[src/gpu_isa_pkg.sv]
/*
  Instruction set definitions shared by the operand stage and its testbench.
  Holds the opcodes, register and warp widths, and the issued instruction.
*/
package gpu_isa_pkg;

  localparam int NUM_BANKS = 4;

  typedef logic [1:0]  warp_num_t;
  typedef logic [4:0]  reg_num_t;
  typedef logic [31:0] word_t;

  typedef enum logic [2:0] {
    OP_LI    = 3'd0,
    OP_ADD   = 3'd1,
    OP_SUB   = 3'd2,
    OP_AND   = 3'd3,
    OP_XOR   = 3'd4,
    OP_LOAD  = 3'd5,
    OP_STORE = 3'd6
  } opcode_t;

  typedef struct packed {
    warp_num_t   warp;
    opcode_t     opcode;
    reg_num_t    rd;
    reg_num_t    rs1;
    reg_num_t    rs2;
    logic [15:0] imm;
  } issue_inst_t;

  // Immediate as seen by li and by load/store addressing
  function automatic word_t sext_imm(logic [15:0] imm);
    return {{16{imm[15]}}, imm};
  endfunction

endpackage

[src/gpu_pipe_pkg.sv]
/*
  Microarchitecture types of the operand stage: bank addresses, collector
  requests and responses, dispatched instructions and writeback results.
*/
package gpu_pipe_pkg;
  import gpu_isa_pkg::*;

  typedef struct packed {
    logic [1:0] bank;
    logic [4:0] row;
  } bank_addr_t;

  typedef enum logic {
    UNIT_ALU = 1'b0,
    UNIT_LSU = 1'b1
  } unit_t;

  typedef logic [1:0] collector_idx_t;

  // Source arrays are indexed by operand slot, 0 for rs1 and 1 for rs2
  typedef struct packed {
    issue_inst_t      inst;
    unit_t            unit;
    bank_addr_t [1:0] src_addr;
    logic [1:0]       needs_fetch;
  } decoded_inst_t;

  typedef struct packed {
    logic [NUM_BANKS-1:0]           valid;
    logic [NUM_BANKS-1:0][4:0]      row;
    collector_idx_t [NUM_BANKS-1:0] idx;
    logic [NUM_BANKS-1:0]           slot;
  } read_req_t;

  typedef struct packed {
    logic [NUM_BANKS-1:0]           valid;
    word_t [NUM_BANKS-1:0]          data;
    collector_idx_t [NUM_BANKS-1:0] idx;
    logic [NUM_BANKS-1:0]           slot;
  } read_resp_t;

  typedef struct packed {
    warp_num_t   warp;
    opcode_t     opcode;
    reg_num_t    rd;
    logic [15:0] imm;
    word_t       src1;
    word_t       src2;
  } exec_inst_t;

  typedef struct packed {
    warp_num_t warp;
    reg_num_t  rd;
    word_t     data;
  } result_t;

  // Bank rotates with the warp so that warps spread their registers over the banks
  function automatic bank_addr_t bank_map(warp_num_t warp, reg_num_t rnum);
    bank_addr_t a;
    a.bank = rnum[4:3] + warp;
    a.row  = {warp, rnum[2:0]};
    return a;
  endfunction

endpackage

[src/alu_unit.sv]
/*
  Integer ALU. Computes in the dispatch cycle and holds the result
  until the writeback arbiter takes it.
*/
module alu_unit
  import gpu_isa_pkg::*;
  import gpu_pipe_pkg::*;
(
  input  logic       clk,
  input  logic       rst_n,
  input  logic       dispatch,
  input  exec_inst_t inst,
  output logic       busy,
  output logic       result_valid,
  output result_t    result,
  input  logic       result_taken
);

  word_t value;

  always_comb begin
    case (inst.opcode)
      OP_LI:   value = sext_imm(inst.imm);
      OP_ADD:  value = inst.src1 + inst.src2;
      OP_SUB:  value = inst.src1 - inst.src2;
      OP_AND:  value = inst.src1 & inst.src2;
      OP_XOR:  value = inst.src1 ^ inst.src2;
      default: value = '0;
    endcase
  end

  assign busy = result_valid;

  always_ff @(posedge clk or negedge rst_n) begin
    if (!rst_n) begin
      result_valid <= 1'b0;
    end else if (dispatch) begin
      result_valid <= 1'b1;
    end else if (result_taken) begin
      result_valid <= 1'b0;
    end
  end

  always_ff @(posedge clk) begin
    if (dispatch) begin
      result.warp <= inst.warp;
      result.rd   <= inst.rd;
      result.data <= value;
    end
  end

  assert property (@(posedge clk) disable iff (!rst_n) dispatch |-> !busy)
    else $error("ALU dispatch while a result is still held");

endmodule

[config.mk]
export PLATFORM = sky130hd
export DESIGN_NAME = alu_unit
export DESIGN_NICKNAME = d
export VERILOG_FILES = /design/src/gpu_isa_pkg.sv /design/src/gpu_pipe_pkg.sv /design/src/alu_unit.sv
export SDC_FILE = /design/constraint.sdc
export NUM_CORES = 1
export LEC_CHECK = 0
export BUFFER_PORTS_ARGS = -buffer_cell sky130_fd_sc_hd__buf_2
export CAP_MARGIN = 20
export CORE_UTILIZATION = 45
export CTS_CLUSTER_SIZE = 12
export DETAILED_ROUTE_END_ITERATION = 10
export PLACE_DENSITY = 0.72
export SYNTH_ARGS = -nofsm -noshare
export SYNTH_HDL_FRONTEND = slang
export SYNTH_SLANG_ARGS = --single-unit
[constraint.sdc]
create_clock -name clk -period 0.86 [get_ports clk]
set_input_delay 0.086 -clock clk [delete_from_list [all_inputs] [get_ports clk]]
set_output_delay 0.086 -clock clk [all_outputs]
set_load 0.005 [all_outputs]
==> metrics.txt <==
status=complete, but fails checks; failing checks=negative setup slack; minimum clock period=3620 ps; PortBufs=roughly 130; Avg Inst Size Synth=8.68 µm²; mapped cell area=4720 µm²; GRT overflow=0; sequential fraction of the synthesis area=25.3%; Final Hold Viols=0; CP max stage cell=a311o_2; Max-Cap Viols=0; critical path required time=between 900 and 1000 ps; RSZ-0062 raised after global routing=true; CP max FO=5; setup slack, reg-to-reg=roughly 170 ps; gate count of the mapped netlist=544; Hold Crit Class=input pin to flip-flop; total design power=10.3 mW; largest net degree at the start of global routing=41; Power per Cell Area=between 1000 and 1500 nW/µm²; Post-synth EDFFs=39; total wire length=21200 µm; Rows=37; htree depth=2; worst vdd ir=0.707 mV; area grow syn2layout=74.3%; worst-margin pin slew=581 ps; max frequency=276 MHz; CP bufs+invs=2; clock skew=0 ps; Num CTS Buffers=5; Slew Limit Fails=0; initial antenna violation count=1; Routed Antenna Nets=0; GPL Wtd Cong=0.961; TritonCTS clock tree=done; crit share post-route=421%; CP cell instances=buf_8 -> nor3_4 -> nand2b_1 -> nor2_2 -> nand2_2 -> buf_6 -> o31ai_4 -> xor2_1 -> ha_1 -> nand2_1 -> nor2_2 -> a211o_1 -> a41o_1 -> a311o_2 -> a21oi_2 -> xor2_1 -> o221ai_1; crit path capture type=flip-flop; initial core utilization=46.2%; Via-to-Cell Ratio=6.01; Final Setup Violations=between 70 and 80; routed len/inst=around 21 µm; CP top delay family=compound AO/OA/AOI/OAI gates; die height=104 µm; kind of critical path=input pin to flip-flop; crit path launch type=input pin; die width=104 µm; ys async rst share=2.50%; Yosys reg bits=40; global-route wire length before repair=28800 µm; die area=around 11000 µm²; # DRC=0; vias in the first global route=6045; multi-input logic area=4070 µm²; core area=just over 10000 µm²; Slew headroom=61.2%; Reg clk slew, reported paths=roughly 100 ps; Skew-Pair Late Insertion Delay=320 ps; routed vias=6150; max incr delay on CP=480 ps; post-synthesis cell type count=63; Net Count, Synth=703; # clock sinks=40; Nets=around 1000; fillers=596; aggregate global-route resource usage=33.2%; layout cell share with drive strength beyond 1=55.5%; Bufs on Longest Clock Path=2; Post-synth top flop=edfxtp_1; Synth Warn #=0; Worst EP arrival=about 3700 ps; static leakage=around 3.9 nW; drt pass-1 iters=5; 1st-iter DRT viols=496; WHS=about 48 ps; worst setup margin=-2760 ps; CTS Root Cell=clkbuf_8; register area=around 1200 µm²; HPWL Detailed=about 13000 µm; io pins=between 100 and 150
[cells by family (layout without fill, tap and decap cells)]
group                      Yosys count  in the layout  share of synthesized area [%]
AOI/OAI and AO/OA                  173            173                           24.0
and+or+nand+nor                    146            146                           15.2
adders and majority gates           65             65                           17.4
other                                0              1                              0
DFF                                 40             40                           25.3
xor gates and xnor gates            57             57                           10.7
muxes                               17             17                           3.63
buffers and inverters               46            389                           3.76
[routing by layer]
| layer | routed length [µm] | up-vias | global-route usage, % |
|---|---|---|---|
| met5 | 0 | - | 0 |
| met3 | 1780 | 104 | 5.64 |
| li1 | - | 2731 | - |
| met2 | 10200 | 378 | 56.7 |
| met4 | 1140 | 0 | 17.2 |
| met1 | 8100 | 2937 | 40.0 |
[cell usage in the layout (no fill, tap or decap), types with 5 or more instances in the layout]
cell type / count
buf_2: 127
nand2b_1: 5
nor2_2: 5
nor2_1: 26
o211ai_1: 5
nand2_2: 8
clkbuf_8: 5
a21o_1: 10
nor2_4: 6
nor3_1: 5
xor2_1: 25
mux2i_1: 16
a21oi_2: 19
inv_1: 15
a21oi_1: 41
xnor2_2: 8
xnor2_1: 19
buf_6: 29
edfxtp_1: 39
nor4_1: 5
buf_4: 193
nand2_1: 41
dlygate4sd3_1: 8
o21ai_0: 7
nand4_1: 7
ha_1: 60
o21ai_1: 15
o221ai_1: 14
o21ai_2: 10
[repair_timing]
action                                 in CTS  in global routing
hold buffers                                8                  0
setup endpoints to repair                  73                 73
resized for setup                          86                 73
pin swaps                                  75                 76
setup buffers                              25                 18
endpoints found under the hold margin       8                  0
[worst paths after layout]
kind                                       start                   end  cells past startpoint
worst max-delay path                     inst[2]  result[21]$_DFFE_PP_                     17
worst min-delay path                result_taken      busy$_DFFE_PN0P_                      3
worst max register to register  busy$_DFFE_PN0P_      busy$_DFFE_PN0P_                      1
worst min register to register  busy$_DFFE_PN0P_      busy$_DFFE_PN0P_                      1
max in group asynchronous                  rst_n      busy$_DFFE_PN0P_                      2
min in group asynchronous                  rst_n      busy$_DFFE_PN0P_                      2
[tightest hold or removal path: stages]
cell    delay [ps]
buf_2          100
inv_1           50
a21o_1         100
[sequential cells by signal, indices dropped and copies added, names as in the netlist]
name	count
result	39
busy	1
[Yosys cell counts (all sizes together), types with 3 or more instances]
master  instances  share of area [%]
a211o           4               0.74
edfxtp         39                 25
or2             3               0.40
ha             64                 17
a21oi          62                6.6
nor4            5               0.66
o31ai           4               0.64
nor3           11                1.6
xor2           30                5.6
o21bai          3               0.48
o41ai           3               0.56
a31oi           3               0.53
o21ai          34                3.6
mux2i          16                3.4
nand3           6               0.74
xnor2          27                5.2
buf             5               0.50
nor2           37                3.1
o21a            4               0.64
a21o           10                1.6
inv            18                1.4
o221ai         19                3.5
a221oi          4               0.74
nand2b          7               0.93
and3            5               0.66
nor2b           5               0.66
nand4           7               0.93
clkbuf         23                1.8
a221o           4               0.85
o211ai          5               0.79
nand2          53                4.2
[power by group]
part,switching (mW),internal [mW]
logic,3.03,3.02
registers,0.0595,2.42
clock network,0.864,0.877
total,3.95,6.31
[final cells by class]
class                   count  area share [%]
diodes                      1          0.0304
clock buffers               5           0.836
clock inverters             3           0.578
inverters                  18           0.973
multi-input cells         458            49.4
flip-flops and latches     40            14.5
well taps                 136            2.07
repair buffers            363            31.6
[per-stage QoR]
step	setup WS [ps]	utilization [%]	cell area [µm²]	setup TNS (ps)	std cells
after floorplan	-2620	-	4970	-63820	544
after global placement	-2960	69.2	7080	-72020	973
after detailed placement	-3020	69.2	7080	-74360	973
after CTS	-2530	75.8	7760	-61700	1009
after global routing	-2860	80.5	8230	-72770	1024
final	-2760	80.5	8230	-69760	1024
No activity file was read; power rests on OpenSTA's default activity.
