<file path="src/gpu_isa_pkg.sv">
/*
  Instruction set definitions shared by the operand stage and its testbench.
  Holds the opcodes, register and warp widths, and the issued instruction.
*/
package gpu_isa_pkg;

  localparam int NUM_BANKS = 4;

  typedef logic [1:0]  warp_num_t;
  typedef logic [4:0]  reg_num_t;
  typedef logic [31:0] word_t;

  typedef enum logic [2:0] {
    OP_LI    = 3'd0,
    OP_ADD   = 3'd1,
    OP_SUB   = 3'd2,
    OP_AND   = 3'd3,
    OP_XOR   = 3'd4,
    OP_LOAD  = 3'd5,
    OP_STORE = 3'd6
  } opcode_t;

  typedef struct packed {
    warp_num_t   warp;
    opcode_t     opcode;
    reg_num_t    rd;
    reg_num_t    rs1;
    reg_num_t    rs2;
    logic [15:0] imm;
  } issue_inst_t;

  // Immediate as seen by li and by load/store addressing
  function automatic word_t sext_imm(logic [15:0] imm);
    return {{16{imm[15]}}, imm};
  endfunction

endpackage

</file>
<file path="src/gpu_pipe_pkg.sv">
/*
  Microarchitecture types of the operand stage: bank addresses, collector
  requests and responses, dispatched instructions and writeback results.
*/
package gpu_pipe_pkg;
  import gpu_isa_pkg::*;

  typedef struct packed {
    logic [1:0] bank;
    logic [4:0] row;
  } bank_addr_t;

  typedef enum logic {
    UNIT_ALU = 1'b0,
    UNIT_LSU = 1'b1
  } unit_t;

  typedef logic [1:0] collector_idx_t;

  // Source arrays are indexed by operand slot, 0 for rs1 and 1 for rs2
  typedef struct packed {
    issue_inst_t      inst;
    unit_t            unit;
    bank_addr_t [1:0] src_addr;
    logic [1:0]       needs_fetch;
  } decoded_inst_t;

  typedef struct packed {
    logic [NUM_BANKS-1:0]           valid;
    logic [NUM_BANKS-1:0][4:0]      row;
    collector_idx_t [NUM_BANKS-1:0] idx;
    logic [NUM_BANKS-1:0]           slot;
  } read_req_t;

  typedef struct packed {
    logic [NUM_BANKS-1:0]           valid;
    word_t [NUM_BANKS-1:0]          data;
    collector_idx_t [NUM_BANKS-1:0] idx;
    logic [NUM_BANKS-1:0]           slot;
  } read_resp_t;

  typedef struct packed {
    warp_num_t   warp;
    opcode_t     opcode;
    reg_num_t    rd;
    logic [15:0] imm;
    word_t       src1;
    word_t       src2;
  } exec_inst_t;

  typedef struct packed {
    warp_num_t warp;
    reg_num_t  rd;
    word_t     data;
  } result_t;

  // Bank rotates with the warp so that warps spread their registers over the banks
  function automatic bank_addr_t bank_map(warp_num_t warp, reg_num_t rnum);
    bank_addr_t a;
    a.bank = rnum[4:3] + warp;
    a.row  = {warp, rnum[2:0]};
    return a;
  endfunction

endpackage

</file>
<file path="src/load_store_unit.sv">
/*
  Load/store unit with a private data memory. An access is staged for one
  cycle: a store writes then, a load returns its word a cycle later.
*/
module load_store_unit
  import gpu_isa_pkg::*;
  import gpu_pipe_pkg::*;
#(
  parameter int MEM_WORDS = 64
) (
  input  logic       clk,
  input  logic       rst_n,
  input  logic       dispatch,
  input  exec_inst_t inst,
  output logic       busy,
  output logic       result_valid,
  output result_t    result,
  input  logic       result_taken
);

  localparam int AW = $clog2(MEM_WORDS);

  typedef struct packed {
    logic          load;
    logic [AW-1:0] addr;
    word_t         data;
    warp_num_t     warp;
    reg_num_t      rd;
  } stage_t;

  word_t  mem [MEM_WORDS];
  word_t  eff_addr;
  logic   stage_valid;
  stage_t stage;

  assign eff_addr = (inst.src1 + sext_imm(inst.imm)) % MEM_WORDS;
  assign busy     = stage_valid || result_valid;

  always_ff @(posedge clk or negedge rst_n) begin
    if (!rst_n) begin
      stage_valid  <= 1'b0;
      result_valid <= 1'b0;
      for (int i = 0; i < MEM_WORDS; i++) begin
        mem[i] <= '0;
      end
    end else begin
      stage_valid <= dispatch;
      if (stage_valid && stage.load) begin
        result_valid <= 1'b1;
      end else if (result_taken) begin
        result_valid <= 1'b0;
      end
      if (stage_valid && !stage.load) begin
        mem[stage.addr] <= stage.data;
      end
    end
  end

  always_ff @(posedge clk) begin
    if (dispatch) begin
      stage.load <= (inst.opcode == OP_LOAD);
      stage.addr <= AW'(eff_addr);
      stage.data <= inst.src2;
      stage.warp <= inst.warp;
      stage.rd   <= inst.rd;
    end
    if (stage_valid && stage.load) begin
      result.warp <= stage.warp;
      result.rd   <= stage.rd;
      result.data <= mem[stage.addr];
    end
  end

endmodule

</file>
<file path="config.mk">
export PLATFORM = sky130hd
export DESIGN_NAME = load_store_unit
export DESIGN_NICKNAME = d
export VERILOG_FILES = /design/src/gpu_isa_pkg.sv /design/src/gpu_pipe_pkg.sv /design/src/load_store_unit.sv
export SDC_FILE = /design/constraint.sdc
export NUM_CORES = 2
export LEC_CHECK = 0
export BUFFER_PORTS_ARGS = -buffer_cell sky130_fd_sc_hd__buf_2
export CAP_MARGIN = 5
export CORE_MARGIN = 4
export CORE_UTILIZATION = 33
export CTS_CLUSTER_DIAMETER = 100
export DETAILED_ROUTE_END_ITERATION = 12
export HOLD_SLACK_MARGIN = 0.03
export PLACE_DENSITY = 0.44
export SETUP_SLACK_MARGIN = 0.05
export SLEW_MARGIN = 10
export SYNTH_ARGS = -nofsm -noshare
export SYNTH_HDL_FRONTEND = slang
export SYNTH_SLANG_ARGS = --single-unit
export TNS_END_PERCENT = 100
</file>
<file path="constraint.sdc">
create_clock -name clk -period 3.3 [get_ports clk]
set_input_delay 0.33 -clock clk [delete_from_list [all_inputs] [get_ports clk]]
set_output_delay 0.33 -clock clk [all_outputs]
set_load 0.02 [all_outputs]
</file>
==> results.py <==
metrics = {
    "worst_setup_path": {
        "crit_path_end_kind": "register",
        "arrival_ns": 3.91,
        "critPathRequiredTime_ns": 3.93,
        "crit_fanout": 32,
        "path_class": "reg2reg",
        "startpoint_type": "register",
    },
    "cts": {
        "cts_made_buffers": 244,
        "cts_tree": "built",
        "clock-sinks": 2135,
        "cts-root-buf": "clkbuf_16",
        "path_clk_slew_ns": 0.06,
        "cts_buffer_depth": 4,
        "insertion_delay_ns": 0.95,
        "cts.htree.levels": 4,
    },
    "synth": {
        "syn_area_um2": 95300,
        "ys_ff_latch": 2135,
        "syn_nets": 7124,
        "synth-main-ff-cell": "dfrtp_1",
        "netlist_instances": 7024,
        "ys_seq_area_frac": 0.565,
        "syn_avg_cell_area_um2": 13.6,
        "synth_edf_count": 85,
        "ys_types": 70,
        "ys_warn_count": 0,
        "synthArstFlopShare": 0.960,
    },
    "final_layout": {
        "fin_nets": 7305,
        "fillers": 26800,
        "multi_input_area_um2": 38400,
        "final_util": 0.394,
        "final_area_um2": 113000,
        "drive_gt1_frac": 0.443,
        "layout.area.seq_um2": 53900,
        "final_common_cell": "mux2_2",
        "layout_common_cells": "mux2_2, dfrtp_1, a221oi_1, buf_4, a22oi_1",
        "areaGrowthSynthToFinish_pct": 18.4,
    },
    "sta": {
        "setup_violations": 0,
        "fmax_mhz": 305,
        "drv_slew": 0,
        "layout_setup_ws_ns": 0.0190,
        "fin_crit_ns": 3.28,
        "relSlewSlack": 0.191,
        "rsz0062_at_grt": "true",
        "fin_crit_sh": 0.994,
        "tightest_slew_ns": 1.21,
        "finalHoldViolCount": 0,
        "finClkSkew_ns": 0.0606,
    },
    "placed_design": {
        "dpl-instance-area_um2": 104000,
        "dp_slack_ns": -0.210,
        "gp_congestion": 0.794,
        "numPortBuffers": 98,
        "dp_hpwl_um": 236000,
    },
    "drt": {
        "dr.pass1.iters": 5,
        "routed-wl-met3_um": 21000,
        "drtIter0Drc": 5493,
        "wl_per_cell_um": 34.9,
        "met2_length_um": 180000,
        "postRouteAntennaNets": 0,
        "via_per_inst": 5.85,
        "vias": 65500,
        "detail_route.wirelength.met1_um": 175000,
        "drc": 0,
        "routed_wirelength_um": 391000,
        "routed.top_layer": "met5",
    },
    "power": {
        "finalPower_uw": 75100,
        "p_per_area_nw_per_um2": 666,
        "ir_drop_uv": 481,
        "p_leak_uw": 0.0524,
    },
    "grt": {
        "grt_antenna_before_repair": 29,
        "grt_usage": 0.256,
        "grt_pass1_wl_um": 548000,
        "grt.overflow.total": 0,
        "grt_start_max_net_pins": 118,
        "grt_pass1_vias": 67600,
    },
    "floorplanning": {
        "fp-row-count": 196,
        "start_util": 0.333,
        "fp.coreArea_um2": 286000,
        "die-area_um2": 297000,
        "num_io_pins": 135,
        "die_w_um": 545,
        "die_h_um": 545,
    },
    "outcome": {
        "status": "finished clean",
    },
    "min_path": {
        "hold_path_class": "in2reg",
    },
    "run": {
        "maxCapViolations": 0,
    },
}
area by class of cell:
type / count / share of cell area
flip-flops and latches: 2135 / 0.477
multi-input cells: 4106 / 0.340
repair buffers: 707 / 0.0661
clock buffers: 362 / 0.0638
well taps: 3762 / 0.0417
clock inverters: 93 / 0.0101
inverters: 11 / 0.000488
diodes: 7 / 0.000155
synthesized netlist by cell type (all sizes together) (7+ instances only):
library cell  number  area (um2)
nand4             11        68.8
and3              26         163
mux2i            102        1020
nand3             31         155
o221ai            45         394
nand2            114         428
o2111ai            9        78.8
inv               10        37.5
a221o              8        80.1
mux4              21         473
a31oi              7        43.8
or3               16         100
a2111oi            7        61.3
nor2b              7        43.8
o22ai            129         807
a22o              10        87.6
a21oi            114         571
o211ai            10        75.1
buf              456        2300
nor3              50         250
a221oi           411        3610
o21ai            141         706
dfrtp           2050       51300
nor4              13        81.3
a22oi            368        2760
a211oi            15         113
edfxtp            85        2550
clkbuf           316        1190
o32ai             13         114
o22a               8        70.1
nor2             204         773
mux2            2142       24100
stage by stage:
step	std cells	hold slack, ns	setup TNS [ns]
2_1_floorplan	7024	0.0344	0
3_3_place_gp	10700	0.338	-0.301
3_5_place_dp	10700	0.341	-0.384
4_1_cts	11200	0.0436	0
5_1_grt	11200	0.0897	-0.0546
6_report	11200	0.106	0
logic make-up (layout without fill, tap and decap cells):
| group | after synthesis | in the layout | synth area share |
|---|---|---|---|
| AOI/OAI and AO/OA | 1328 | 1328 | 0.103 |
| xor gates and xnor gates | 5 | 5 | 0.000460 |
| adders and majority gates | 6 | 6 | 0.000867 |
| buffers and inverters | 783 | 1173 | 0.0371 |
| DFF | 2135 | 2135 | 0.565 |
| muxes | 2265 | 2265 | 0.269 |
| other | 0 | 7 | 0 |
| and+or+nand+nor | 502 | 502 | 0.0239 |
sequential cells by signal, indices dropped and copies added (netlist names):
register and flops:
stage 46, mem 2048, stage_valid 1, result 39
result_valid 1
where the power goes:
group	leakage [uW]	internal, uW	switching, uW
clock	0.00411	16700	11700
combinational	0.0196	6110	7290
sequential	0.0287	31000	2370
total	0.0524	53800	21300
critical path: stages (launching register included):
cell,delay [ns]
edfxtp_1,0.42
buf_12,0.18
buf_12,0.18
inv_8,0.36
nor2_1,0.15
buf_12,0.19
a222oi_1,0.25
buf_4,0.18
o211ai_1,0.22
buf_4,0.25
or4_1,0.50
worst paths after layout:
check                               startpoint                    end  slack (ns)  depth (start not counted)
min in group asynchronous                rst_n  mem[1646]$_DFFE_PN0P_        0.58                          3
max reg2reg                stage[41]$_DFFE_PP_   result[28]$_DFFE_PP_        0.02                         10
max                        stage[41]$_DFFE_PP_   result[28]$_DFFE_PP_        0.02                         10
min reg2reg                 stage[1]$_DFFE_PP_   result[33]$_DFFE_PP_        0.42                          0
max in group asynchronous                rst_n   mem[824]$_DFFE_PN0P_        1.55                          5
min                                    inst[5]    stage[12]$_DFFE_PP_        0.11                          2
routing by layer:
| layer | GRT usage | up-vias |
|---|---|---|
| met2 | 0.409 | 2064 |
| met3 | 0.0350 | 599 |
| li1 | - | 26800 |
| met1 | 0.360 | 36000 |
| met4 | 0.0823 | 2 |
| met5 | 0 | - |
repair_timing:
action                     4_1_cts  5_1_grt
pin swaps                        1        0
resized for setup                5        2
setup endpoints to repair        3        3
hold buffers                    62        0
hold endpoints to repair       920        0
setup buffers                    5        0
gates cloned                     0        1
No activity file was read; power rests on OpenSTA's default activity.
