[src/gpu_isa_pkg.sv]
/*
  Instruction set definitions shared by the operand stage and its testbench.
  Holds the opcodes, register and warp widths, and the issued instruction.
*/
package gpu_isa_pkg;

  localparam int NUM_BANKS = 4;

  typedef logic [1:0]  warp_num_t;
  typedef logic [4:0]  reg_num_t;
  typedef logic [31:0] word_t;

  typedef enum logic [2:0] {
    OP_LI    = 3'd0,
    OP_ADD   = 3'd1,
    OP_SUB   = 3'd2,
    OP_AND   = 3'd3,
    OP_XOR   = 3'd4,
    OP_LOAD  = 3'd5,
    OP_STORE = 3'd6
  } opcode_t;

  typedef struct packed {
    warp_num_t   warp;
    opcode_t     opcode;
    reg_num_t    rd;
    reg_num_t    rs1;
    reg_num_t    rs2;
    logic [15:0] imm;
  } issue_inst_t;

  // Immediate as seen by li and by load/store addressing
  function automatic word_t sext_imm(logic [15:0] imm);
    return {{16{imm[15]}}, imm};
  endfunction

endpackage

[src/gpu_pipe_pkg.sv]
/*
  Microarchitecture types of the operand stage: bank addresses, collector
  requests and responses, dispatched instructions and writeback results.
*/
package gpu_pipe_pkg;
  import gpu_isa_pkg::*;

  typedef struct packed {
    logic [1:0] bank;
    logic [4:0] row;
  } bank_addr_t;

  typedef enum logic {
    UNIT_ALU = 1'b0,
    UNIT_LSU = 1'b1
  } unit_t;

  typedef logic [1:0] collector_idx_t;

  // Source arrays are indexed by operand slot, 0 for rs1 and 1 for rs2
  typedef struct packed {
    issue_inst_t      inst;
    unit_t            unit;
    bank_addr_t [1:0] src_addr;
    logic [1:0]       needs_fetch;
  } decoded_inst_t;

  typedef struct packed {
    logic [NUM_BANKS-1:0]           valid;
    logic [NUM_BANKS-1:0][4:0]      row;
    collector_idx_t [NUM_BANKS-1:0] idx;
    logic [NUM_BANKS-1:0]           slot;
  } read_req_t;

  typedef struct packed {
    logic [NUM_BANKS-1:0]           valid;
    word_t [NUM_BANKS-1:0]          data;
    collector_idx_t [NUM_BANKS-1:0] idx;
    logic [NUM_BANKS-1:0]           slot;
  } read_resp_t;

  typedef struct packed {
    warp_num_t   warp;
    opcode_t     opcode;
    reg_num_t    rd;
    logic [15:0] imm;
    word_t       src1;
    word_t       src2;
  } exec_inst_t;

  typedef struct packed {
    warp_num_t warp;
    reg_num_t  rd;
    word_t     data;
  } result_t;

  // Bank rotates with the warp so that warps spread their registers over the banks
  function automatic bank_addr_t bank_map(warp_num_t warp, reg_num_t rnum);
    bank_addr_t a;
    a.bank = rnum[4:3] + warp;
    a.row  = {warp, rnum[2:0]};
    return a;
  endfunction

endpackage

[src/writeback_arbiter.sv]
/*
  Merges ALU and load results into one register write per cycle.
  Loads win; the granted result is registered onto the writeback port.
*/
module writeback_arbiter
  import gpu_pipe_pkg::*;
(
  input  logic    clk,
  input  logic    rst_n,
  input  logic    alu_valid,
  input  logic    lsu_valid,
  input  result_t alu_result,
  input  result_t lsu_result,
  output logic    alu_taken,
  output logic    lsu_taken,
  output logic    wb_valid,
  output result_t wb_result
);

  assign lsu_taken = lsu_valid;
  assign alu_taken = alu_valid && !lsu_valid;

  always_ff @(posedge clk or negedge rst_n) begin
    if (!rst_n) begin
      wb_valid <= 1'b0;
    end else begin
      wb_valid <= alu_valid || lsu_valid;
    end
  end

  always_ff @(posedge clk) begin
    if (lsu_valid) begin
      wb_result <= lsu_result;
    end else if (alu_valid) begin
      wb_result <= alu_result;
    end
  end

endmodule

[config.mk]
export PLATFORM = sky130hd
export DESIGN_NAME = writeback_arbiter
export DESIGN_NICKNAME = d
export VERILOG_FILES = /design/src/gpu_isa_pkg.sv /design/src/gpu_pipe_pkg.sv /design/src/writeback_arbiter.sv
export SDC_FILE = /design/constraint.sdc
export NUM_CORES = 1
export LEC_CHECK = 0
export BUFFER_PORTS_ARGS = -buffer_cell sky130_fd_sc_hd__buf_4
export CAP_MARGIN = 20
export CORE_UTILIZATION = 43
export CTS_BUF_LIST = sky130_fd_sc_hd__clkbuf_2
export CTS_CLUSTER_SIZE = 28
export DETAILED_ROUTE_END_ITERATION = 8
export GPL_TIMING_DRIVEN = 0
export PLACE_DENSITY_LB_ADDON = 0.2
export SLEW_MARGIN = 0
export SYNTH_ARGS = -nofsm -noshare
export SYNTH_HDL_FRONTEND = slang
export SYNTH_SLANG_ARGS = --single-unit
[constraint.sdc]
create_clock -name clk -period 0.8 [get_ports clk]
set_input_delay 0.16 -clock clk [delete_from_list [all_inputs] [get_ports clk]]
set_output_delay 0.16 -clock clk [all_outputs]
set_load 0.01 [all_outputs]
==> summary.txt, run 1 <==
Status - finished, violations left
Failing checks - setup timing
Synth unique cells - 9
FF+latch count, synth - 40
Slew headroom - 68.3%
Placed inst area - 2880 um^2
Crit path buffers/inverters - 1
Worst path slowest cell - edfxtp_1
Worst-margin pin slew - 0.475 ns
Clock Tree Buf Depth - 2
Power Dens Cells - 1570 nW/um^2
Total Neg Setup Slack - -11.58 ns
FMAX - 888 MHz
Worst min path class - input port to asynchronous set/reset pin
Cell area after layout - 3050 um^2
Final count of hold timing violations - 0
Register clock-pin slew on the reported worst setup and hold paths - 0.18 ns
Postcts setup bufs - 0
Initial Util - 45.9%
Tot GR Track Use - 17.3%
Wirelength, routed - 4140 um
Mapped Nets - 169
DRT Pass-1 Iters - 4
Hold slack - 0.0599 ns
Vias - 1260
CTS tree - done
Final Setup Violations - 40
YS warnings - 0
GR Overflow Total - 0
Post-route setup slack - -0.326 ns
# H-tree levels - 2
Mapped Cells - 87
Routed Antenna Nets - 0
Worst Setup End Kind - output port
Most frequent cells in the layout - buf_4 (87), edfxtp_1 (39), mux2_4 (38)
Fillers - 283
Core area - 4120 um^2
Synthesized area per cell - 21.7 um^2
Critical Path RT - 0.64 ns
First-pass GRT wire length - 5380 um
DIE AREA - 4660 um^2
Max cap viols - 0
# rows - 23
Maximum VDD drop - 0.821 mV
Largest net degree at the start of global routing - 21
Drt drc - 0
Layout cells sized above 1 - 80.6%
Drt via density - 4.72
Die Span X - 68.3 um
Commonest non-fill, non-tap cell in the layout - buf_4
P_leak - 1.44 nW
Critical path peak fanout - 1
Placed Cells - 259
Total Power - 4.78 mW
Unrepaired setup endpoints after global routing - yes
Layout area overhead - 61.2%
Post-Layout Cell Count - 267
Seq/Total Area, Yosys - 63.3%
Final Slew Violations - 0
Number of DRC markers in iteration 0 - 75
CP cell instances - buf_6
Vias in the first global route - 1159
WS Path Type - register to output port
Setup crit start kind - register
Post-Place Setup Slack - -0.471 ns
Nets - 299
Ports - 124
Min Tclk post-route - 1.13 ns
Clk root buf - clkbuf_2
PortBufs - 122
Period Utilization, post-route - 141%
CP delay by family, top - flip-flops
Worst path max stage delay - 0.44 ns
N_diodes - 0
Global placement routability congestion - 0.682
Die Ht - 68.3 um
Post-Route Utilization - 74.0%
Initial antenna violation count - 0
CTS Buf Count - 5
Routed length per placed instance - 15.5 um
Post-synthesis cell area - 1890 um^2
CTS sink count - 40
Worst Path Arrival - 0.97 ns
## synth_stat cells
library cell  instances  area share [%]
edfxtp_1             39              62
mux2_4               38              30
buf_12                4             4.2
buf_4                 1            0.40
buf_6                 1            0.60
dfrtp_1               1             1.3
mux2_2                1            0.60
nor2b_1               1            0.33
or2_2                 1            0.33
## report_power, final
group          internal (mW)  switching [mW]  leakage (nW)
Clock                  0.209           0.602        0.0288
Sequential              2.56          0.0982         0.408
Combinational          0.901           0.410          1.00
## how the worst max path moves through the flow
stage	from	end	slack, ns	cells after the start
after detailed placement	lsu_valid	wb_result[17]$_DFFE_PP_	-0.47	3
final	wb_result[6]$_DFFE_PP_	wb_result[6]	-0.33	1
after global routing	wb_result[6]$_DFFE_PP_	wb_result[6]	-0.39	1
after CTS	wb_result[1]$_DFFE_PP_	wb_result[1]	-0.35	1
after floorplan	lsu_valid	wb_result[0]$_DFFE_PP_	-0.33	3
after global placement	lsu_valid	wb_result[17]$_DFFE_PP_	-0.45	3
## registers in the layout (all words and copies together) (netlist names)
register   count
wb_result     39
wb_valid       1
## area by class of cell
cell class | instances | area (um^2) | area share [%]
repair buffers | 123 | 1060 | 34.8
flip-flops and latches | 40 | 1200 | 39.3
clock buffers | 6 | 30.0 | 0.986
multi-input cells | 42 | 603 | 19.8
well taps | 50 | 62.6 | 2.05
clock inverters | 1 | 5.00 | 0.164
plain buffers | 5 | 87.6 | 2.88
## per-layer routing
layer / up-vias / part of all wire, % / GRT usage [%]
met3: 12 / 9.2 / 5.33
met5: - / 0 / 0
met1: 575 / 34 / 16.2
li1: 595 / - / -
met2: 78 / 54 / 31.9
met4: 0 / 3.1 / 11.2
## timing repair
| item | in CTS | in global routing |
|---|---|---|
| hold endpoints to repair | 1 | 0 |
| hold buffers | 1 | 0 |
| endpoints found under the setup margin | 80 | 40 |
| cloned | 1 | 0 |
| gates resized for setup | 19 | 17 |
| pin swaps | 1 | 0 |
## cell families (layout without fill, tap and decap cells)
kind of cell / Yosys count / in the layout / share of synthesized area (%)
muxes: 39 / 39 / 30.8
DFF: 40 / 40 / 63.3
and+or+nand+nor: 2 / 3 / 0.663
buffers and inverters: 6 / 135 / 5.23
(Power assumes the default switching activity.)
==> run 2: changes to the inputs <==
==> constraint.sdc (replaced) <==
create_clock -name clk -period 0.8 [get_ports clk]
set_input_delay 0.24 -clock clk [delete_from_list [all_inputs] [get_ports clk]]
set_output_delay 0.24 -clock clk [all_outputs]
set_load 0.05 [all_outputs]
==> summary.txt, run 2 (synthesis results as in run 1) <==
Worst Setup End Kind - output port
Crit path buffers/inverters - 1 (unchanged)
FMAX - 804 MHz (-9.5%)
DP Wirelength - 3020 um
Top reg by flops - wb_result
WS Path Type - register to output port
CTS Buf Count - 5 (unchanged)
Core area - 4120 um^2 (unchanged)
Tot GR Track Use - 17.8% (+0.46 points)
Drt drc - 0 (unchanged)
# rows - 23 (unchanged)
CTS tree - done
PortBufs - 122 (unchanged)
Power Dens Cells - 1800 nW/um^2 (+14%)
Flip-flop count of the largest register after layout - 39 (unchanged)
Post-route setup slack - -0.443 ns (-0.118 ns)
Placed inst area - 2880 um^2 (+0.13%)
Die Span X - 68.3 um (unchanged)
Layout area overhead - 64.3%
Worst path slowest cell - edfxtp_1
Worst Path Arrival - 1.00 ns (+0.03 ns)
Final Slew Violations - 0 (unchanged)
# H-tree levels - 2 (unchanged)
First-pass GRT wire length - 5620 um (+4.5%)
Worst path max stage delay - 0.44 ns (about the same)
Max cap viols - 0 (unchanged)
Slew headroom - 64.4% (-3.9 points)
Number of DRC markers in iteration 0 - 82 (+9.3%)
Clock Tree Buf Depth - 2 (unchanged)
Largest net degree at the start of global routing - 41 (+95%)
Layout cells sized above 1 - 81.4% (+0.72 points)
Hold slack - 0.126 ns (+0.0658 ns)
Vias in the first global route - 1267 (+9.3%)
Worst min path class - input port to register
CP cell instances - buf_6
DRT Pass-1 Iters - 4 (unchanged)
Total Neg Setup Slack - -16.58 ns (-5.00 ns)
Clk root buf - clkbuf_2
Nets - 301 (+0.67%)
CP delay by family, top - flip-flops
CTS sink count - 40 (unchanged)
Min Tclk post-route - 1.24 ns (+0.118 ns)
Register clock-pin slew on the reported worst setup and hold paths - 0.19 ns (about the same)
Wirelength, routed - 4130 um (-0.39%)
Drt via density - 4.66 (-1.3%)
Ports - 124 (unchanged)
Period Utilization, post-route - 155% (+15 points)
GR Overflow Total - 0 (unchanged)
Global placement routability congestion - 0.633 (-7.2%)
Setup crit start kind - register
Initial Util - 45.9% (unchanged)
Maximum VDD drop - 1.04 mV (+26%)
FF/Latch Area - 1200 um^2 (+0.10%)
Routed length per placed instance - 15.3 um (-1.5%)
Cell area after layout - 3100 um^2 (+1.9%)
Critical Path RT - 0.56 ns (-0.08 ns)
Area of the multi-input gates - 604 um^2 (+0.21%)
P_leak - 1.47 nW (+2.0%)
Total Power - 5.58 mW (+17%)
Most frequent cells in the layout - buf_4 (84), buf_6 (42), edfxtp_1 (39)
N_diodes - 0 (unchanged)
Routed Antenna Nets - 0 (unchanged)
Vias - 1257 (-0.24%)
Status - finished, violations left
Commonest non-fill, non-tap cell in the layout - buf_4
Critical path peak fanout - 1 (unchanged)
Die Ht - 68.3 um (unchanged)
Failing checks - setup timing
Initial antenna violation count - 0 (unchanged)
Worst-margin pin slew - 0.534 ns (+0.0582 ns)
Fillers - 255 (-9.9%)
Final count of hold timing violations - 0 (unchanged)
Final Setup Violations - 45 (+13%)
Largest regs - wb_result: 39 flops, wb_valid: 1 flops
DIE AREA - 4660 um^2 (unchanged)
Unrepaired setup endpoints after global routing - yes
Post-Route Utilization - 75.4% (+1.4 points)
run 2: cell types whose count changed in the layout (fill, tap and decap cells not counted), sizes merged:
cell	previous run	this run
or2	2	1
buf	127	130
clkbuf	6	7
run 2: path summary, 6_finish.rpt:
kind / depth (start not counted) / from / to / slack (ns)
setup / recovery: 1 / wb_result[13]$_DFFE_PP_ / wb_result[13] / -0.44
hold / removal: 2 / lsu_result[11] / wb_result[11]$_DFFE_PP_ / 0.13
max in group asynchronous: 2 / rst_n / wb_valid$_DFF_PN0_ / 0.57
min in group asynchronous: 2 / rst_n / wb_valid$_DFF_PN0_ / 0.15
run 2: per-stage QoR:
stage          cells  setup slack, ns
6_report         270           -0.443
5_1_grt          270           -0.513
4_1_cts          270           -0.467
3_5_place_dp     259           -0.559
3_3_place_gp     259           -0.540
2_1_floorplan     87           -0.409
run 2: metal layers:
| metal | GRT usage, % | wire [um] | up-vias |
|---|---|---|---|
| met2 | 33.3 | 2320 | 77 |
| met3 | 6.17 | 359 | 10 |
| met4 | 10.9 | 97 | 0 |
| met5 | 0 | 0 | - |
| li1 | - | - | 600 |
| met1 | 15.9 | 1350 | 570 |
run 2: repair_timing:
action	CTS	global route
resized for setup	44	0
hold buffers	1	0
endpoints found under the setup margin	80	41
endpoints found under the hold margin	1	0
pin swaps	0	0
buffers inserted	3	0
run 2: where the power goes:
part           internal, mW  switching, mW  total, mW
Combinational         0.957           1.10       2.06
Clock                 0.234          0.612      0.846
Sequential             2.57          0.105       2.67
Total                  3.76           1.82       5.58
run 2: area by class of cell:
class                   instances  share of cell area, %
clock buffers                   7                   1.13
multi-input cells              41                   19.5
well taps                      50                   2.02
plain buffers                   5                   3.06
flip-flops and latches         40                   38.6
clock inverters                 1                  0.121
repair buffers                126                   35.6
