<file path="src/gpu_isa_pkg.sv">
/*
  Instruction set definitions shared by the operand stage and its testbench.
  Holds the opcodes, register and warp widths, and the issued instruction.
*/
package gpu_isa_pkg;

  localparam int NUM_BANKS = 4;

  typedef logic [1:0]  warp_num_t;
  typedef logic [4:0]  reg_num_t;
  typedef logic [31:0] word_t;

  typedef enum logic [2:0] {
    OP_LI    = 3'd0,
    OP_ADD   = 3'd1,
    OP_SUB   = 3'd2,
    OP_AND   = 3'd3,
    OP_XOR   = 3'd4,
    OP_LOAD  = 3'd5,
    OP_STORE = 3'd6
  } opcode_t;

  typedef struct packed {
    warp_num_t   warp;
    opcode_t     opcode;
    reg_num_t    rd;
    reg_num_t    rs1;
    reg_num_t    rs2;
    logic [15:0] imm;
  } issue_inst_t;

  // Immediate as seen by li and by load/store addressing
  function automatic word_t sext_imm(logic [15:0] imm);
    return {{16{imm[15]}}, imm};
  endfunction

endpackage

</file>
<file path="src/gpu_pipe_pkg.sv">
/*
  Microarchitecture types of the operand stage: bank addresses, collector
  requests and responses, dispatched instructions and writeback results.
*/
package gpu_pipe_pkg;
  import gpu_isa_pkg::*;

  typedef struct packed {
    logic [1:0] bank;
    logic [4:0] row;
  } bank_addr_t;

  typedef enum logic {
    UNIT_ALU = 1'b0,
    UNIT_LSU = 1'b1
  } unit_t;

  typedef logic [1:0] collector_idx_t;

  // Source arrays are indexed by operand slot, 0 for rs1 and 1 for rs2
  typedef struct packed {
    issue_inst_t      inst;
    unit_t            unit;
    bank_addr_t [1:0] src_addr;
    logic [1:0]       needs_fetch;
  } decoded_inst_t;

  typedef struct packed {
    logic [NUM_BANKS-1:0]           valid;
    logic [NUM_BANKS-1:0][4:0]      row;
    collector_idx_t [NUM_BANKS-1:0] idx;
    logic [NUM_BANKS-1:0]           slot;
  } read_req_t;

  typedef struct packed {
    logic [NUM_BANKS-1:0]           valid;
    word_t [NUM_BANKS-1:0]          data;
    collector_idx_t [NUM_BANKS-1:0] idx;
    logic [NUM_BANKS-1:0]           slot;
  } read_resp_t;

  typedef struct packed {
    warp_num_t   warp;
    opcode_t     opcode;
    reg_num_t    rd;
    logic [15:0] imm;
    word_t       src1;
    word_t       src2;
  } exec_inst_t;

  typedef struct packed {
    warp_num_t warp;
    reg_num_t  rd;
    word_t     data;
  } result_t;

  // Bank rotates with the warp so that warps spread their registers over the banks
  function automatic bank_addr_t bank_map(warp_num_t warp, reg_num_t rnum);
    bank_addr_t a;
    a.bank = rnum[4:3] + warp;
    a.row  = {warp, rnum[2:0]};
    return a;
  endfunction

endpackage

</file>
<file path="src/inst_decoder.sv">
/*
  Combinational decode of an issued instruction. Picks the execution unit
  and maps both sources onto a register bank and row.
*/
module inst_decoder
  import gpu_isa_pkg::*;
  import gpu_pipe_pkg::*;
(
  input  issue_inst_t   inst,
  output decoded_inst_t decoded
);

  logic reads_rs1;
  logic reads_rs2;

  always_comb begin
    reads_rs1 = (inst.opcode != OP_LI);
    reads_rs2 = !(inst.opcode inside {OP_LI, OP_LOAD});
  end

  always_comb begin
    decoded.inst = inst;
    decoded.unit = (inst.opcode inside {OP_LOAD, OP_STORE}) ? UNIT_LSU : UNIT_ALU;
    decoded.src_addr[0] = bank_map(inst.warp, inst.rs1);
    decoded.src_addr[1] = bank_map(inst.warp, inst.rs2);
    // Register 0 is hardwired to zero, nothing to fetch
    decoded.needs_fetch[0] = reads_rs1 && (inst.rs1 != '0);
    decoded.needs_fetch[1] = reads_rs2 && (inst.rs2 != '0);
  end

endmodule

</file>
<file path="config.mk">
export PLATFORM = sky130hd
export DESIGN_NAME = inst_decoder
export DESIGN_NICKNAME = d
export VERILOG_FILES = /design/src/gpu_isa_pkg.sv /design/src/gpu_pipe_pkg.sv /design/src/inst_decoder.sv
export SDC_FILE = /design/constraint.sdc
export NUM_CORES = 1
export LEC_CHECK = 0
export BUFFER_PORTS_ARGS = -buffer_cell sky130_fd_sc_hd__buf_2
export CAP_MARGIN = 20
export CORE_UTILIZATION = 29
export DETAILED_ROUTE_END_ITERATION = 8
export PLACE_DENSITY = 0.93
export SLEW_MARGIN = 20
export SYNTH_ARGS = -nofsm -noshare
export SYNTH_HDL_FRONTEND = slang
export SYNTH_SLANG_ARGS = --single-unit
</file>
<file path="constraint.sdc">
create_clock -name vclk -period 2.3
set_clock_uncertainty 0.1 [all_clocks]
set_input_delay 0.115 -clock vclk [all_inputs]
set_output_delay 0.115 -clock vclk [all_outputs]
set_load 0.1 [all_outputs]
</file>
==> results of run 1 <==
==> logic make-up after synthesis <==
| family | Yosys count | synth area share (%) |
|---|---|---|
| fa+ha+maj | 2 | 5.405 |
| xor+xnor | 6 | 11.35 |
| compound gates | 2 | 4.054 |
| buf+inv | 46 | 74.59 |
| simple gates | 3 | 4.595 |
==> cells in the mapped netlist <==
library cell / count / share of area, %
buf_4: 46 / 75
o32a_1: 1 / 2.2
and2_1: 1 / 1.4
ha_1: 2 / 5.4
o22a_1: 1 / 1.9
xor2_1: 2 / 3.8
or4_1: 2 / 3.2
xnor2_1: 4 / 7.6
==> how the worst min path moves through the flow <==
stage,from,endpoint,depth (start not counted)
after floorplan,inst[17],decoded[10],1
after global placement,inst[2],decoded[19],0
after detailed placement,inst[2],decoded[19],0
after CTS,inst[2],decoded[19],0
after global routing,inst[27],decoded[44],0
final,inst[15],decoded[32],0
==> metal layers <==
metal	wire length (µm)	share of wire (%)	GRT usage, %	up-vias
met1	281	36	9.211	119
met4	10	1.3	1.935	0
met5	0	0	0	-
li1	-	-	-	145
met3	109	14	4.348	4
met2	380	49	13.13	30
==> worst max-delay path: stages <==
cell and delay, ns:
buf_2 0.11, or4_1 0.52, o22a_1 0.20, buf_2 0.29
==> cells in the final DEF (no fill, tap or decap) <==
cell     count
xnor2_1      4
xor2_1       2
o32a_1       1
ha_1         2
buf_2       47
or4_1        2
and2_1       1
o22a_1       1
==> cell type report <==
| cell class | instances | area, µm² | share of cell area, % |
|---|---|---|---|
| well taps | 16 | 20.02 | 5.369 |
| repair buffers | 47 | 235.2 | 63.09 |
| multi-input cells | 13 | 117.6 | 31.54 |
==> report_power, final <==
part / leakage [nW] / total (mW) / internal (mW) / switching [mW]
clock network: 0 / 0 / 0 / 0
registers: 0 / 0 / 0 / 0
logic: 0.223 / 0.340 / 0.0440 / 0.296
==> stage by stage <==
stage | utilization, % | cells | worst slack, ns | power [mW]
floorplan | - | 59 | 0.08414 | 0.4941
global placement | 24.75 | 76 | 0.8662 | 0.3408
detailed placement | 24.75 | 76 | 0.8513 | 0.3414
CTS | 24.75 | 76 | 0.8497 | 0.3418
global route | 24.75 | 76 | 0.8044 | 0.3491
finish | 24.75 | 76 | 0.8573 | 0.3397
==> results_dict.tcl, run 1 <==
set metrics [dict create \
    cts_repair_resize_count 0 \
    ys_types 8 \
    grt_overflow_total 0 \
    cts_setup_buffers 0 \
    grt_pass1_wl_um 1173 \
    tightest_slew_ns 0.4911 \
    grt_pass1_vias 260 \
    avgSynthCellArea_um2 7.847 \
    setup_viol 0 \
    dr.pass1.iters 4 \
    crit_arrival_ns 1.23 \
    hp-class "input port to primary output" \
    synthesis.nets 97 \
    worstSetupStartpointType "input port" \
    place_area_um2 372.9 \
    peakVddDrop_uv 161.0 \
    cts.hold.buffers_added 0 \
    vias 298 \
    cp_max_fo 3 \
    row_count 14 \
    syn_inst 59 \
    fin_area_um2 372.9 \
    final.min_clock_period_ns 1.443 \
    critical_path_class "input port to primary output" \
    place_congestion 0.5631 \
    core_area_um2 1506 \
    tns_ns 0 \
    rsz0062_at_grt "no" \
    antenna_found_initial 0 \
    cp.required_ns 2.09 \
    drc 0 \
    viasPerCell 3.921 \
    areaGrowthSynthToFinish_pct -19.46 \
    seq_cell_count 0 \
    grt_util_all_layers_pct 8.072 \
    pwr_density_cell_nw_per_um2 911.0 \
    io_pins 89 \
    drive_gt1_share_pct 78.33 \
    ys_warn_count 0 \
    synth_area_um2 462.9 \
    slew_headroom_pct 67.49 \
    holdWs_ns 0.1300 \
    die_y_um 41.96 \
    final_nets 100 \
    timing.critical_path.from "inst[17]" \
    routed_wirelength_um 781 \
    wl_per_cell_um 10.28 \
    finalMaxSlewViolations 0 \
    cp-end-kind "primary output" \
    fmax_mhz 693.1 \
    fin_crit_sh_pct 62.73 \
    num_antenna_cells 0 \
    port_buffers 47 \
    hold_violations 0 \
    seq_area_frac_synth_pct 0 \
    status "complete, no violations" \
    n_clock_buffer 0 \
    initial_core_util_pct 30.73 \
    cp-endpoint "decoded[1]" \
    fp.dieW_um 41.96 \
    grt_max_degree 6 \
    n_fill_cell 178 \
    power.leakage_nw 0.2231 \
    postRouteAntennaNets 0 \
    dieArea_um2 1760 \
    seqCellArea_um2 0 \
    drt-initial-drc-count 2 \
    drv_cap 0 \
]
Power figures use the tool's default switching activity.
==> run 2: changes to the inputs <==
--- a/config.mk
+++ b/config.mk
@@ -7,9 +7,9 @@
 export LEC_CHECK = 0
 export BUFFER_PORTS_ARGS = -buffer_cell sky130_fd_sc_hd__buf_2
 export CAP_MARGIN = 20
-export CORE_UTILIZATION = 29
+export CORE_UTILIZATION = 24
 export DETAILED_ROUTE_END_ITERATION = 8
-export PLACE_DENSITY = 0.93
+export PLACE_DENSITY = 0.83
 export SLEW_MARGIN = 20
 export SYNTH_ARGS = -nofsm -noshare
 export SYNTH_HDL_FRONTEND = slang
==> constraint.sdc (replaced) <==
create_clock -name vclk -period 1.3
set_clock_uncertainty 0.1 [all_clocks]
set_input_delay 0.065 -clock vclk [all_inputs]
set_output_delay 0.065 -clock vclk [all_outputs]
set_load 0.1 [all_outputs]
==> results_dict.tcl, run 2 (synthesized netlist as in run 1, its figures left out) <==
set metrics [dict create \
    wl_per_cell_um 9.576 \
    grt_pass1_vias 298 \
    cpPeakStageDelay_ns 0.52 \
    seq_cell_count 0 \
    peakVddDrop_uv 438.5 \
    hp-class "input port to primary output" \
    drc 0 \
    cp-end-kind "primary output" \
    seqCellArea_um2 0 \
    fin_crit_sh_pct 96.49 \
    fin_area_um2 561.8 \
    io_pins 89 \
    cts.hold.buffers_added 0 \
    drive_gt1_share_pct 83.58 \
    worstHoldStart "inst[26]" \
    hpwl_um 829.2 \
    cp.required_ns 1.13 \
    dp_cells 92 \
    final_nets 107 \
    n_clock_buffer 0 \
    core_area_um2 1764 \
    hold_violations 0 \
    die_y_um 45.92 \
    place_area_um2 549.3 \
    crit_chain "buf_2, or4_1, o32a_1, buf_6" \
    dr_wl_met2_um 450 \
    drt-initial-drc-count 0 \
    row_count 15 \
    finalMaxSlewViolations 0 \
    power.leakage_nw 0.3028 \
    worstSetupStartpointType "input port" \
    fp.dieW_um 45.92 \
    cp_max_fo 2 \
    dr.pass1.iters 1 \
    viasPerCell 3.739 \
    critical_path_class "input port to primary output" \
    dieArea_um2 2109 \
    num_antenna_cells 0 \
    drt-met1-wl_um 299 \
    n_fill_cell 198 \
    final_cell_mix "buf_2, buf_4, buf_12" \
    place_congestion 0.6581 \
    highest_layer "met4" \
    slowest_stage "or4_1" \
    final_common_cell "buf_2" \
    setup_viol 0 \
    final_core_util_pct 31.84 \
    postRouteAntennaNets 0 \
    antenna_found_initial 0 \
    drv_cap 0 \
    fmax_mhz 797.2 \
    dr_wl_met3_um 128 \
    areaGrowthSynthToFinish_pct 21.35 \
    timing.critical_path.from "inst[22]" \
    port_buffers 47 \
    vias 344 \
    initial_core_util_pct 26.24 \
    slew_headroom_pct 67.50 \
    status "complete, no violations" \
    routed_wirelength_um 881 \
    final.min_clock_period_ns 1.254 \
    tightest_slew_ns 0.4909 \
    rsz0062_at_grt "yes" \
    pwr_density_cell_nw_per_um2 1291 \
    grt_pass1_wl_um 1221 \
    crit_arrival_ns 1.09 \
    grt_overflow_total 0 \
    stdcell_count 92 \
    grt_util_all_layers_pct 7.413 \
    grt_max_degree 6 \
]
==> run 2: critical path, delay by kind of cell <==
family	cells	cell delay, ns
simple gates	1	0.52
buf+inv	2	0.29
compound gates	1	0.21
==> run 2: final timing paths <==
check / to / slack (ns) / depth (start not counted)
setup / recovery: decoded[0] / 0.05 / 4
hold / removal: decoded[43] / 0.03 / 0
==> run 2: stage by stage <==
| step | TNS [ns] | hold WS [ns] | total power [mW] | worst slack, ns |
|---|---|---|---|---|
| after detailed placement | -0.07102 | 0.03068 | 0.7219 | -0.03781 |
| after global routing | 0 | 0.03016 | 0.7460 | 0.0004986 |
| after CTS | 0 | 0.03068 | 0.7256 | 0.01032 |
| after floorplan | 0 | 0.2415 | 0.8961 | 0.006897 |
| after global placement | -0.05979 | 0.03068 | 0.7202 | -0.03693 |
| final | 0 | 0.03004 | 0.7253 | 0.04568 |
==> run 2: per-layer routing <==
| layer | up-vias | track usage [%] |
|---|---|---|
| met1 | 142 | 6.993 |
| met4 | 0 | 1.176 |
| met2 | 40 | 15.77 |
| met5 | - | 0 |
| met3 | 2 | 1.587 |
| li1 | 160 | - |
==> run 2: area by class of cell <==
class,count,area [µm²],share of cell area (%)
multi-input cells,13,155.1,27.62
well taps,25,31.28,5.568
repair buffers,54,375.4,66.82
==> run 2: report_power, final <==
| part | internal (mW) | leakage [nW] | switching, mW |
|---|---|---|---|
| clock | 0 | 0 | 0 |
| combinational | 0.176 | 0.303 | 0.549 |
| sequential | 0 | 0 | 0 |
| total | 0.176 | 0.303 | 0.549 |
==> run 2: repair_timing <==
action | CTS | global route
setup buffers | 0 | 0
gates resized for setup | 2 | 2
endpoints found under the setup margin | 2 | 2
==> run 3: changes to the inputs <==
--- a/config.mk
+++ b/config.mk
@@ -5,11 +5,12 @@
 export SDC_FILE = /design/constraint.sdc
 export NUM_CORES = 1
 export LEC_CHECK = 0
+export ABC_AREA = 1
 export BUFFER_PORTS_ARGS = -buffer_cell sky130_fd_sc_hd__buf_2
 export CAP_MARGIN = 20
-export CORE_UTILIZATION = 24
+export CORE_UTILIZATION = 26
 export DETAILED_ROUTE_END_ITERATION = 8
-export PLACE_DENSITY = 0.83
+export PLACE_DENSITY = 0.84
 export SLEW_MARGIN = 20
 export SYNTH_ARGS = -nofsm -noshare
 export SYNTH_HDL_FRONTEND = slang
==> results_dict.tcl, run 3 <==
set metrics [dict create \
    status "complete, no violations" \
    pwr_density_cell_nw_per_um2 1216 \
    dr_wl_met3_um 110 \
    vias 433 \
    place_congestion 0.6908 \
    critical_path_class "input port to primary output" \
    syn_inst 84 \
    final_core_util_pct 29.47 \
    areaGrowthSynthToFinish_pct 2.689 \
    antenna_found_initial 0 \
    hp-class "input port to primary output" \
    drc 0 \
    synth_area_um2 511.7 \
    synth_top_cell_area_share_pct 67.48 \
    synth_area_leaders "buf_4, nand2_1, inv_1" \
    final.min_clock_period_ns 0.9597 \
    worstSetupStartpointType "input port" \
    cp.required_ns 1.13 \
    drv_cap 0 \
    ys_types 7 \
    dr.pass1.iters 4 \
    grt_overflow_total 0 \
    cts_setup_buffers 0 \
    synthesis.nets 122 \
    yosysTopAreaCell "buf_4" \
    drt-met1-wl_um 319 \
    drt-initial-drc-count 2 \
    postRouteAntennaNets 0 \
    rsz0062_at_grt "no" \
    grt_util_all_layers_pct 7.171 \
    row_count 15 \
    final_common_cell "buf_2" \
    final_nets 125 \
    cts_repair_resize_count 0 \
    grt_max_degree 7 \
    tightest_slew_ns 0.4897 \
    drive_gt1_share_pct 56.47 \
    hpwl_um 840.1 \
    routed_wirelength_um 887 \
    peakVddDrop_uv 335.3 \
    synth.most_common_cell "buf_4" \
    cts.hold.buffers_added 0 \
    n_clock_buffer 0 \
    grt_pass1_wl_um 1207 \
    seqCellArea_um2 0 \
    dieArea_um2 2150 \
    fin_crit_sh_pct 73.82 \
    ys_warn_count 0 \
    n_fill_cell 207 \
    seq_cell_count 0 \
    multi_input_area_um2 135.1 \
    finalMaxSlewViolations 0 \
    wl_per_cell_um 8.064 \
    slew_headroom_pct 67.58 \
    port_buffers 47 \
    avgSynthCellArea_um2 6.092 \
    grt_pass1_vias 321 \
    final_cell_mix "buf_2, nand2_1, inv_1" \
    power.leakage_nw 0.3392 \
    io_pins 89 \
    dr_wl_met2_um 428 \
    fp.dieW_um 46.37 \
    setup_viol 0 \
    die_y_um 46.37 \
    hold_violations 0 \
    seq_area_frac_synth_pct 0 \
    synthTopCellsByCount "buf_4, nand2_1, inv_1" \
    cp_max_fo 3 \
    holdWs_ns 0.03003 \
    initial_core_util_pct 28.70 \
    tns_ns 0 \
    num_antenna_cells 0 \
    core_area_um2 1783 \
    cp-end-kind "primary output" \
    fmax_mhz 1042 \
    highest_layer "met4" \
    viasPerCell 3.936 \
    crit_arrival_ns 0.79 \
]
-- run 3: cell count changes in the layout (fill, tap and decap cells not counted), moves of 4 or more --
cell,change
nand2_1,+16
inv_1,+9
buf_4,-7
nor2_1,+5
nand3_1,+4
-- run 3: power breakdown --
part | internal, mW | switching (mW) | leakage [nW]
logic | 0.127 | 0.512 | 0.339
clock network | 0 | 0 | 0
registers | 0 | 0 | 0
-- run 3: worst paths after layout --
check | from | end | slack (ns) | cells after the start
setup / recovery | inst[25] | decoded[0] | 0.34 | 6
hold / removal | inst[8] | decoded[25] | 0.03 | 0
-- run 3: cell families after synthesis --
| family | after synthesis | share of synthesized area [%] |
|---|---|---|
| buf+inv | 55 | 74.08 |
| simple gates | 26 | 20.05 |
| fa+ha+maj | 2 | 4.889 |
| compound gates | 1 | 0.9771 |
-- run 3: final cells by class --
cell class | instances | area share, %
multi-input combinational | 29 | 25.71
timing repair buffer | 47 | 61.90
tap | 25 | 5.952
inverter | 9 | 6.429
-- run 3: layer usage --
metal	vias up	global-route usage, %
met1	177	7.586
met3	10	0.3922
met2	35	13.89
met5	-	0
li1	211	-
met4	0	3.529
-- run 3: through the flow --
stage	instances	power, mW	setup slack, ns	instance area [µm²]
3_5_place_dp	110	0.6425	0.3310	525.5
3_3_place_gp	110	0.6404	0.3379	525.5
6_report	110	0.6388	0.3403	525.5
5_1_grt	110	0.6597	0.2657	525.5
2_1_floorplan	84	0.8485	-0.3135	514.2
4_1_cts	110	0.6428	0.3298	525.5
-- run 3: critical path, cell delays in order --
cell,delay [ns]
buf_2,0.11
inv_1,0.05
nand3_1,0.07
nand2_1,0.05
inv_1,0.04
buf_2,0.41
